`src/hw/mmu_addr_pkg.sv`:
```
`default_nettype none

package mmu_addr_pkg;

    ////////////////////////////////
    // Address geometry
    ////////////////////////////////

    parameter int VADDR_BITS = 32;
    parameter int PADDR_BITS = 32;

    // 4 KiB pages
    parameter int PAGE_BITS = 12;
    parameter int VPN_BITS  = VADDR_BITS - PAGE_BITS;
    parameter int PPN_BITS  = PADDR_BITS - PAGE_BITS;

    parameter int LEN_BITS = 16;

    ////////////////////////////////
    // Request descriptor
    ////////////////////////////////

    // Virtual address on the way in, physical address on the way out
    typedef struct packed {
        logic [VADDR_BITS-1:0] addr;
        logic [LEN_BITS-1:0]   len;
        logic                  wr;
    } mmu_req_t;

endpackage

`default_nettype wire

```
`src/hw/mmu_cnfg_pkg.sv`:
```
`default_nettype none

package mmu_cnfg_pkg;

    import mmu_addr_pkg::*;

    ////////////////////////////////
    // Configuration opcodes
    ////////////////////////////////

    typedef enum logic [1:0] {
        CNFG_ENTRY   = 2'd0,
        CNFG_RESOLVE = 2'd1,
        CNFG_FLUSH   = 2'd2
    } cnfg_op_e;

    parameter int CNFG_BITS = 48;
    parameter int IDX_BITS  = 4;

    // Padding keeps both views the same width
    parameter int ENTRY_PAD_BITS = CNFG_BITS - 2 - IDX_BITS - 1 - VPN_BITS - PPN_BITS;
    parameter int CTRL_PAD_BITS  = CNFG_BITS - 2 - 1;

    ////////////////////////////////
    // Configuration word views
    ////////////////////////////////

    typedef struct packed {
        cnfg_op_e                  op;
        logic [IDX_BITS-1:0]       idx;
        logic                      valid;
        logic [VPN_BITS-1:0]       vpn;
        logic [PPN_BITS-1:0]       ppn;
        logic [ENTRY_PAD_BITS-1:0] pad;
    } cnfg_entry_t;

    // retry: 1 repeats the lookup, 0 drops the request
    typedef struct packed {
        cnfg_op_e                 op;
        logic                     retry;
        logic [CTRL_PAD_BITS-1:0] pad;
    } cnfg_ctrl_t;

    // Op occupies the top bits in both views
    typedef union packed {
        cnfg_entry_t entry;
        cnfg_ctrl_t  ctrl;
    } cnfg_word_u;

endpackage

`default_nettype wire

```
`src/hw/mmu_req_if.sv`:
```
`timescale 1ns/10ps
`default_nettype none

interface mmu_req_if
    import mmu_addr_pkg::*;
#(
    parameter int N_REGIONS = 4
) ();

    logic                         valid;
    logic                         ready;
    mmu_req_t                     req;
    logic [$clog2(N_REGIONS)-1:0] region;

    // Producer side
    modport source (
        output valid,
        output req,
        output region,
        input  ready
    );

    // Consumer side
    modport sink (
        input  valid,
        input  req,
        input  region,
        output ready
    );

endinterface

`default_nettype wire

```
`src/hw/mmu_req_dispatch.sv`:
```
`timescale 1ns/10ps
`default_nettype none

module mmu_req_dispatch
    import mmu_addr_pkg::*;
#(
    parameter int N_REGIONS = 4
) (
    input  logic                         req_valid,
    input  mmu_req_t                     req,
    input  logic [$clog2(N_REGIONS)-1:0] req_region,
    output logic                         req_ready,

    mmu_req_if.source                    reg_out [N_REGIONS]
);

    localparam int REGION_BITS = $clog2(N_REGIONS);

    ////////////////////////////////
    // Region steering
    ////////////////////////////////

    logic [N_REGIONS-1:0] region_sel;
    logic [N_REGIONS-1:0] region_ready;

    for (genvar i = 0; i < N_REGIONS; i++) begin : g_region

        // One-hot decode of the target region
        assign region_sel[i] = (req_region == REGION_BITS'(i));

        assign reg_out[i].valid  = req_valid && region_sel[i];
        assign reg_out[i].req    = req;
        assign reg_out[i].region = req_region;

        assign region_ready[i] = reg_out[i].ready;

    end

    // Only the addressed region can accept
    assign req_ready = region_ready[req_region];

endmodule

`default_nettype wire

```
`src/hw/mmu_region.sv`:
```
`timescale 1ns/10ps
`default_nettype none

module mmu_region
    import mmu_addr_pkg::*;
    import mmu_cnfg_pkg::*;
#(
    parameter int N_REGIONS   = 4,
    parameter int REGION_ID   = 0,
    parameter int TLB_ENTRIES = 8
) (
    input  logic                         aclk,
    input  logic                         rst_n,

    input  logic                         cnfg_valid,
    input  logic [$clog2(N_REGIONS)-1:0] cnfg_region,
    input  cnfg_word_u                   cnfg_word,

    mmu_req_if.sink                      s_req,
    mmu_req_if.source                    m_req,

    output logic                         pfault_irq,
    output logic [VADDR_BITS-1:0]        pfault_vaddr
);

    localparam int REGION_BITS = $clog2(N_REGIONS);

    ////////////////////////////////
    // State
    ////////////////////////////////

    logic                      tlb_valid [TLB_ENTRIES];
    logic [VPN_BITS-1:0]       tlb_vpn [TLB_ENTRIES];
    logic [PPN_BITS-1:0]       tlb_ppn [TLB_ENTRIES];

    // Holding stage for one request
    logic                      held_valid;
    logic                      faulted;
    mmu_req_t                  held_req;
    logic [REGION_BITS-1:0]    held_region;

    logic                      hit;
    logic [PPN_BITS-1:0]       hit_ppn;
    mmu_req_t                  out_req;

    logic                      in_fire;
    logic                      out_fire;

    logic                      cnfg_own;
    logic                      entry_wr;
    logic                      resolve;
    logic                      flush;

    ////////////////////////////////
    // Configuration decode
    ////////////////////////////////

    assign cnfg_own = cnfg_valid && (cnfg_region == REGION_BITS'(REGION_ID));

    // The op field picks which view of the word applies
    assign entry_wr = cnfg_own && (cnfg_word.entry.op == CNFG_ENTRY);
    assign flush    = cnfg_own && (cnfg_word.entry.op == CNFG_FLUSH);
    assign resolve  = cnfg_own && (cnfg_word.ctrl.op == CNFG_RESOLVE) && faulted;

    ////////////////////////////////
    // TLB lookup
    ////////////////////////////////

    always_comb begin
        hit     = 1'b0;
        hit_ppn = '0;
        for (int i = 0; i < TLB_ENTRIES; i++) begin
            if (tlb_valid[i] && (tlb_vpn[i] == held_req.addr[VADDR_BITS-1:PAGE_BITS])) begin
                hit     = 1'b1;
                hit_ppn = tlb_ppn[i];
            end
        end
    end

    // Page offset passes straight through
    always_comb begin
        out_req      = held_req;
        out_req.addr = {hit_ppn, held_req.addr[PAGE_BITS-1:0]};
    end

    ////////////////////////////////
    // Handshakes
    ////////////////////////////////

    assign m_req.valid  = held_valid && !faulted && hit;
    assign m_req.req    = out_req;
    assign m_req.region = held_region;

    assign out_fire = m_req.valid && m_req.ready;
    assign in_fire  = s_req.valid && s_req.ready;

    // Refill in the same cycle as the output drains
    assign s_req.ready = !held_valid || out_fire;

    assign pfault_irq   = faulted;
    assign pfault_vaddr = held_req.addr;

    ////////////////////////////////
    // Control
    ////////////////////////////////

    always_ff @(posedge aclk or negedge rst_n) begin
        if (!rst_n) begin
            held_valid <= 1'b0;
            faulted    <= 1'b0;
            for (int i = 0; i < TLB_ENTRIES; i++) begin
                tlb_valid[i] <= 1'b0;
            end
        end else begin
            if (in_fire) begin
                held_valid <= 1'b1;
            end else if (out_fire) begin
                held_valid <= 1'b0;
            end else if (resolve && !cnfg_word.ctrl.retry) begin
                // Drop the faulting request
                held_valid <= 1'b0;
            end

            // Miss parks the request until software resolves it
            if (resolve) begin
                faulted <= 1'b0;
            end else if (held_valid && !faulted && !hit) begin
                faulted <= 1'b1;
            end

            for (int i = 0; i < TLB_ENTRIES; i++) begin
                if (flush) begin
                    tlb_valid[i] <= 1'b0;
                end else if (entry_wr && (cnfg_word.entry.idx == IDX_BITS'(i))) begin
                    tlb_valid[i] <= cnfg_word.entry.valid;
                end
            end
        end
    end

    ////////////////////////////////
    // Payload
    ////////////////////////////////

    always_ff @(posedge aclk) begin
        if (in_fire) begin
            held_req    <= s_req.req;
            held_region <= s_req.region;
        end
        for (int i = 0; i < TLB_ENTRIES; i++) begin
            if (entry_wr && (cnfg_word.entry.idx == IDX_BITS'(i))) begin
                tlb_vpn[i] <= cnfg_word.entry.vpn;
                tlb_ppn[i] <= cnfg_word.entry.ppn;
            end
        end
    end

endmodule

`default_nettype wire

```
`src/hw/mmu_req_arbiter.sv`:
```
`timescale 1ns/10ps
`default_nettype none

module mmu_req_arbiter
    import mmu_addr_pkg::*;
#(
    parameter int N_REGIONS = 4
) (
    input  logic                         aclk,
    input  logic                         rst_n,

    mmu_req_if.sink                      s_req [N_REGIONS],

    input  logic                         dma_ready,
    output logic                         dma_valid,
    output mmu_req_t                     dma_req,
    output logic [$clog2(N_REGIONS)-1:0] dma_region
);

    localparam int REGION_BITS = $clog2(N_REGIONS);

    logic [N_REGIONS-1:0]   req_vec;
    mmu_req_t               req_pl [N_REGIONS];
    logic [REGION_BITS-1:0] req_rgn [N_REGIONS];

    logic [REGION_BITS-1:0] last_grant;
    logic [REGION_BITS-1:0] grant_idx;
    logic                   grant_any;
    logic                   stage_free;

    // Output register is empty or drains this cycle
    assign stage_free = !dma_valid || dma_ready;

    for (genvar i = 0; i < N_REGIONS; i++) begin : g_port
        assign req_vec[i] = s_req[i].valid;
        assign req_pl[i]  = s_req[i].req;
        assign req_rgn[i] = s_req[i].region;

        assign s_req[i].ready = stage_free && grant_any && (grant_idx == REGION_BITS'(i));
    end

    ////////////////////////////////
    // Round-robin pick
    ////////////////////////////////

    // Search starts just after the last winner
    always_comb begin
        logic [REGION_BITS-1:0] idx;
        grant_any = 1'b0;
        grant_idx = last_grant;
        for (int k = 1; k <= N_REGIONS; k++) begin
            idx = last_grant + REGION_BITS'(k);
            if (!grant_any && req_vec[idx]) begin
                grant_any = 1'b1;
                grant_idx = idx;
            end
        end
    end

    ////////////////////////////////
    // Output stage
    ////////////////////////////////

    always_ff @(posedge aclk or negedge rst_n) begin
        if (!rst_n) begin
            dma_valid  <= 1'b0;
            last_grant <= '1;
        end else if (stage_free) begin
            dma_valid <= grant_any;
            if (grant_any) begin
                last_grant <= grant_idx;
            end
        end
    end

    always_ff @(posedge aclk) begin
        if (stage_free && grant_any) begin
            dma_req    <= req_pl[grant_idx];
            dma_region <= req_rgn[grant_idx];
        end
    end

endmodule

`default_nettype wire

```
`src/hw/mmu_top.sv`:
```
`timescale 1ns/10ps
`default_nettype none

module mmu_top
    import mmu_addr_pkg::*;
    import mmu_cnfg_pkg::*;
#(
    parameter int N_REGIONS   = 4,
    parameter int TLB_ENTRIES = 8
) (
    input  logic                                   aclk,
    input  logic                                   rst_n,

    // Incoming requests
    input  logic                                   req_valid,
    output logic                                   req_ready,
    input  logic [$clog2(N_REGIONS)-1:0]           req_region,
    input  logic [VADDR_BITS-1:0]                  req_vaddr,
    input  logic [LEN_BITS-1:0]                    req_len,
    input  logic                                   req_wr,

    // Configuration strobe
    input  logic                                   cnfg_valid,
    input  logic [$clog2(N_REGIONS)-1:0]           cnfg_region,
    input  cnfg_word_u                             cnfg_word,

    // DMA request port
    output logic                                   dma_valid,
    input  logic                                   dma_ready,
    output logic [PADDR_BITS-1:0]                  dma_paddr,
    output logic [LEN_BITS-1:0]                    dma_len,
    output logic                                   dma_wr,
    output logic [$clog2(N_REGIONS)-1:0]           dma_region,

    // Page faults
    output logic [N_REGIONS-1:0]                   pfault_irq,
    output logic [N_REGIONS-1:0][VADDR_BITS-1:0]   pfault_vaddr
);

    mmu_req_t in_req;
    mmu_req_t dma_req;

    assign in_req.addr = req_vaddr;
    assign in_req.len  = req_len;
    assign in_req.wr   = req_wr;

    assign dma_paddr = dma_req.addr;
    assign dma_len   = dma_req.len;
    assign dma_wr    = dma_req.wr;

    mmu_req_if #(.N_REGIONS(N_REGIONS)) disp_if [N_REGIONS] ();
    mmu_req_if #(.N_REGIONS(N_REGIONS)) arb_if  [N_REGIONS] ();

    //////////////////////////////
    // Dispatch
    //////////////////////////////

    mmu_req_dispatch #(
        .N_REGIONS (N_REGIONS)
    ) mmu_req_dispatch_inst (
        .req_valid  (req_valid),
        .req        (in_req),
        .req_region (req_region),
        .req_ready  (req_ready),
        .reg_out    (disp_if)
    );

    //////////////////////////////
    // Region MMUs
    //////////////////////////////

    for (genvar i = 0; i < N_REGIONS; i++) begin : g_region
        mmu_region #(
            .N_REGIONS   (N_REGIONS),
            .REGION_ID   (i),
            .TLB_ENTRIES (TLB_ENTRIES)
        ) mmu_region_inst (
            .aclk         (aclk),
            .rst_n        (rst_n),
            .cnfg_valid   (cnfg_valid),
            .cnfg_region  (cnfg_region),
            .cnfg_word    (cnfg_word),
            .s_req        (disp_if[i]),
            .m_req        (arb_if[i]),
            .pfault_irq   (pfault_irq[i]),
            .pfault_vaddr (pfault_vaddr[i])
        );
    end

    //////////////////////////////
    // Merge onto the DMA port
    //////////////////////////////

    mmu_req_arbiter #(
        .N_REGIONS (N_REGIONS)
    ) mmu_req_arbiter_inst (
        .aclk       (aclk),
        .rst_n      (rst_n),
        .s_req      (arb_if),
        .dma_ready  (dma_ready),
        .dma_valid  (dma_valid),
        .dma_req    (dma_req),
        .dma_region (dma_region)
    );

endmodule

`default_nettype wire

```
`config.mk`:
```
export PLATFORM = sky130hd
export DESIGN_NAME = mmu_top
export DESIGN_NICKNAME = d
export VERILOG_FILES = /design/src/hw/mmu_addr_pkg.sv /design/src/hw/mmu_cnfg_pkg.sv /design/src/hw/mmu_req_if.sv /design/src/hw/mmu_req_dispatch.sv /design/src/hw/mmu_region.sv /design/src/hw/mmu_req_arbiter.sv /design/src/hw/mmu_top.sv
export SDC_FILE = /design/constraint.sdc
export NUM_CORES = 2
export LEC_CHECK = 0
export ABC_CLOCK_PERIOD_IN_PS = 6100
export BUFFER_PORTS_ARGS = -buffer_cell sky130_fd_sc_hd__buf_4
export CORE_UTILIZATION = 45
export DETAILED_ROUTE_END_ITERATION = 6
export GPL_ROUTABILITY_DRIVEN = 1
export GPL_TIMING_DRIVEN = 1
export PLACE_DENSITY = 0.69
export SKIP_LAST_GASP = 1
export SLEW_MARGIN = 20
export SYNTH_ARGS = -nofsm -noshare
export SYNTH_HDL_FRONTEND = slang
export SYNTH_SLANG_ARGS = --single-unit
```
`constraint.sdc`:
```
create_clock -name aclk -period 6.1 [get_ports aclk]
set_clock_uncertainty 0.05 [all_clocks]
set_input_delay 1.22 -clock aclk [delete_from_list [all_inputs] [get_ports aclk]]
set_output_delay 1.22 -clock aclk [all_outputs]
set_load 0.01 [all_outputs]
```
==> flow_summary.json <==
{
  "top_cell_type_by_total_area_after_synthesis": "sky130_fd_sc_hd__edfxtp_1",
  "cts-root-buf": "sky130_fd_sc_hd__clkbuf_16",
  "insertion_delay_ns": 0.80,
  "worst_case_setup_margin_in_the_final_layout_ns": 0.0191,
  "clk_pin_slew_worst_paths_ns": 0.07,
  "finish.cell_count_without_fillers": 6759,
  "yosys.cell_types.count": 87,
  "cp-endpoint": "req_ready",
  "dominantRegCellSynth": "sky130_fd_sc_hd__edfxtp_1",
  "fp.dieArea_sq_um": 148000,
  "numClockSinks": 1578,
  "area_growth_syn_to_layout_pct": 15.8,
  "postLayoutCellArea_sq_um": 76300,
  "yosysSeqAreaShare_pct": 71.6,
  "critPathMostFrequentCell": "sky130_fd_sc_hd__buf_4",
  "drv.max_cap_violation_count": 0,
  "dp.final_hpwl_um": 118000,
  "power_per_cell_area_nw_per_um2": 289,
  "clock_buffer_depth": 3,
  "floorplan.initialDensity_pct": 45.3,
  "antenna_found_initial": 8,
  "placed_cells_incl_taps": 6404,
  "layout_min_cycle_time_ns": 6.08,
  "finalCritPeriodShare_pct": 99.7,
  "tightest_slew_ns": 1.11,
  "vias_per_cell": 5.92,
  "gp_congestion": 0.908,
  "drt_first_pass_iters": 6,
  "slew_headroom_pct": 25.9,
  "power_report.internal_total_w": 0.0176,
  "ant_nets": 0,
  "ys_warn_count": 0,
  "dieHeight_um": 385,
  "fillers": 11655,
  "fin_worst_hold_slack_ns": 0.453,
  "rsz0062_at_grt": "no",
  "dpl_cell_area_sq_um": 70400,
  "grt_pass1_vias": 38222,
  "hold_path_class": "in2async",
  "detailedPlace.worstSlack_ns": 0.763,
  "cpPeakStageDelay_ns": 0.70,
  "remaining_global_route_overflow": 0,
  "syn-num-nets": 4419,
  "grt_pass1_wl_um": 266000,
  "track_usage_pct": 25.0,
  "tritoncts": "yes",
  "final_setup_fails": 0,
  "worst-r2r-cell-count": 11,
  "power_switching_w": 0.00446,
  "most_instantiated_cells_after_synthesis": "1,535 x sky130_fd_sc_hd__edfxtp_1, 508 x sky130_fd_sc_hd__xnor2_1, 218 x sky130_fd_sc_hd__nand4_1",
  "cp.required_ns": 4.83,
  "rows": 140,
  "drt_wl_total_um": 188000,
  "timing.final.max_slew_violations": 0,
  "tritoncts_buffer_count": 156,
  "yosys-top-cells-area": "sky130_fd_sc_hd__edfxtp_1 70%, sky130_fd_sc_hd__xnor2_1 6.8%, sky130_fd_sc_hd__mux2i_1 2.6%, sky130_fd_sc_hd__nand4_1 2.1%, sky130_fd_sc_hd__xor2_1 1.9%",
  "post-route-drc-count": 0,
  "drt-wirelength-per-cell_um": 27.9,
  "outcome": "complete, no violations",
  "vias": 40028,
  "power_frac_clock_pct": 43.6,
  "ys_ff_latch": 1578,
  "portBuffers": 289,
  "p_sw_share_pct": 20.2,
  "fin_tns_setup_ns": 0,
  "share_comb_of_total_power_pct": 2.1,
  "post_route_cells_drive_above_1_share_pct": 17.6,
  "arrival_ns": 4.81,
  "setup.worst_path.start": "g_region[1].mmu_region_inst.pfault_vaddr[14]",
  "crit_fanout": 8,
  "hold_viol": 0,
  "synth.top_cell.area_share_pct": 70.0,
  "reg2reg_slack_ns": 0.97,
  "reg_to_reg_end": "mmu_req_arbiter_inst.dma_req[41]",
  "ys_async_sr_fraction_pct": 2.72,
  "critPathKind": "reg2out",
  "timing.critical_path.slowest_stage_cell": "sky130_fd_sc_hd__edfxtp_1",
  "design.final.nets": 4818,
  "cell_by_cell_listing_of_the_critical_path": "buf_4, xnor2_1, nand3_1, or4_1, nor2_1, a2111oi_1, buf_4, a31o_2, o21a_1, o22a_4, a311o_1, a32o_1, buf_4",
  "synthesis.area_per_instance_sq_um": 15.3,
  "number_of_enable_flip_flop_cells_after_synthesis": 1535,
  "clock.fmax_mhz": 164,
  "syn-instance-count": 4313,
  "end_kind": "output port",
  "die_w_um": 385,
  "post-synth-top-count-cell": "sky130_fd_sc_hd__edfxtp_1",
  "leakage_nw": 25.2,
  "clock_tree.htree_level_count": 4,
  "drt_iter0_markers": 5325,
  "core_sq_um": 145000,
  "synth_area_sq_um": 65900,
  "share_seq_of_total_power_pct": 54.3,
  "grt_max_degree": 57,
  "critical_path.reg2reg.startpoint": "g_region[2].mmu_region_inst.pfault_vaddr[12]",
  "vdd_drop_max_v": 0.000246,
  "floorplan.io_pins": 291,
  "critPathLaunchType": "register"
}
final cells by class:
class                   instances  area [sq um]  share of cell area (%)
flip-flops and latches       1578         47200                    61.9
diodes                          5          12.5                  0.0164
inverters                     129           484                   0.635
well taps                    1917          2400                    3.15
clock buffers                 208          4240                    5.57
multi-input cells            2347         17100                    22.4
clock inverters                75           791                    1.04
repair buffers                500          4080                    5.35
layer usage:
| metal | vias to the layer above | global-route usage [%] | wire length (um) |
|---|---|---|---|
| met5 | - | 0 | 36 |
| met4 | 4 | 9.99 | 7630 |
| met3 | 372 | 5.24 | 19500 |
| met2 | 2193 | 39.7 | 88400 |
| met1 | 20253 | 33.7 | 72800 |
| li1 | 17206 | - | - |
cell families (layout without fill, tap and decap cells):
group | after synthesis | count (layout) | synth area share (%)
mux | 210 | 210 | 3.26
xor+xnor | 652 | 652 | 8.68
compound gates | 588 | 588 | 6.05
other cells | 0 | 5 | 0
buf+inv | 388 | 912 | 2.94
flops | 1578 | 1578 | 71.6
simple gates | 897 | 897 | 7.44
power by group through the flow:
stage	logic, W	registers, W	clock network, W
6_report	0.000470	0.0120	0.00959
5_1_grt	0.000483	0.0120	0.0101
4_1_cts	0.000453	0.0120	0.00965
3_5_place_dp	0.000446	0.0122	0
3_3_place_gp	0.000436	0.0122	0
2_1_floorplan	0.000103	0.0122	0
sequential cells by signal, indices dropped and copies added (netlist names):
| name | cells |
|---|---|
| mmu_req_arbiter_inst.dma_req | 49 |
| mmu_req_arbiter_inst.dma_valid | 1 |
| mmu_req_arbiter_inst.last_grant | 2 |
| g_region.mmu_region_inst.held_valid | 4 |
| g_region.mmu_region_inst.pfault_irq | 4 |
| g_region.mmu_region_inst.tlb_valid | 32 |
| g_region.mmu_region_inst.tlb_ppn | 640 |
| g_region.mmu_region_inst.pfault_vaddr | 128 |
| mmu_req_arbiter_inst.dma_region | 2 |
| g_region.mmu_region_inst.m_req.req | 68 |
| g_region.mmu_region_inst.tlb_vpn | 640 |
| g_region.mmu_region_inst.m_req.region | 8 |
timing repair:
| item | 4_1_cts | 5_1_grt |
|---|---|---|
| setup endpoints to repair | 1 | 1 |
| hold buffers | 0 | 0 |
| gates resized for setup | 2 | 3 |
| cloned | 0 | 0 |
| buffers inserted | 25 | 41 |
| pin swaps | 0 | 1 |
layout by cell type (no fill, tap or decap), types with 26 or more instances in the layout:
cell type	Yosys	final
sky130_fd_sc_hd__a21oi_1	125	125
sky130_fd_sc_hd__buf_12	0	26
sky130_fd_sc_hd__buf_4	62	474
sky130_fd_sc_hd__clkbuf_1	108	42
sky130_fd_sc_hd__clkbuf_16	0	160
sky130_fd_sc_hd__dfrtp_1	41	41
sky130_fd_sc_hd__edfxtp_1	1535	1535
sky130_fd_sc_hd__inv_1	126	126
sky130_fd_sc_hd__mux2_2	38	38
sky130_fd_sc_hd__mux2i_1	172	172
sky130_fd_sc_hd__nand2_1	186	186
sky130_fd_sc_hd__nand3_1	109	109
sky130_fd_sc_hd__nand4_1	218	218
sky130_fd_sc_hd__nor2_1	121	85
sky130_fd_sc_hd__nor2_4	0	36
sky130_fd_sc_hd__nor4_1	86	83
sky130_fd_sc_hd__o21ai_0	170	170
sky130_fd_sc_hd__o221ai_1	48	48
sky130_fd_sc_hd__o2bb2ai_1	27	27
sky130_fd_sc_hd__or2_2	28	28
sky130_fd_sc_hd__xnor2_1	508	507
sky130_fd_sc_hd__xor2_1	143	143
critical path, delay by kind of cell (launching register included):
family | cells | cell delay (ns)
compound gates | 6 | 1.45
simple gates | 3 | 0.84
flops | 1 | 0.70
buf+inv | 3 | 0.67
xor+xnor | 1 | 0.32
per-stage QoR:
stage | util [%] | power, W
2_1_floorplan | - | 0.0123
3_3_place_gp | 48.4 | 0.0126
3_5_place_dp | 48.4 | 0.0126
4_1_cts | 52.1 | 0.0221
5_1_grt | 52.4 | 0.0225
6_report | 52.5 | 0.0220
how the worst min path moves through the flow:
stage,slack [ns],cells past startpoint,end
after detailed placement,0.47,1,g_region[3].mmu_region_inst.pfault_irq
after global routing,0.45,1,g_region[3].mmu_region_inst.tlb_valid[3]
after global placement,0.46,1,g_region[3].mmu_region_inst.pfault_irq
final,0.45,1,g_region[3].mmu_region_inst.tlb_valid[3]
after floorplan,0.43,1,g_region[3].mmu_region_inst.pfault_irq
after CTS,0.41,1,g_region[2].mmu_region_inst.tlb_valid[3]
(Power assumes the default switching activity.)
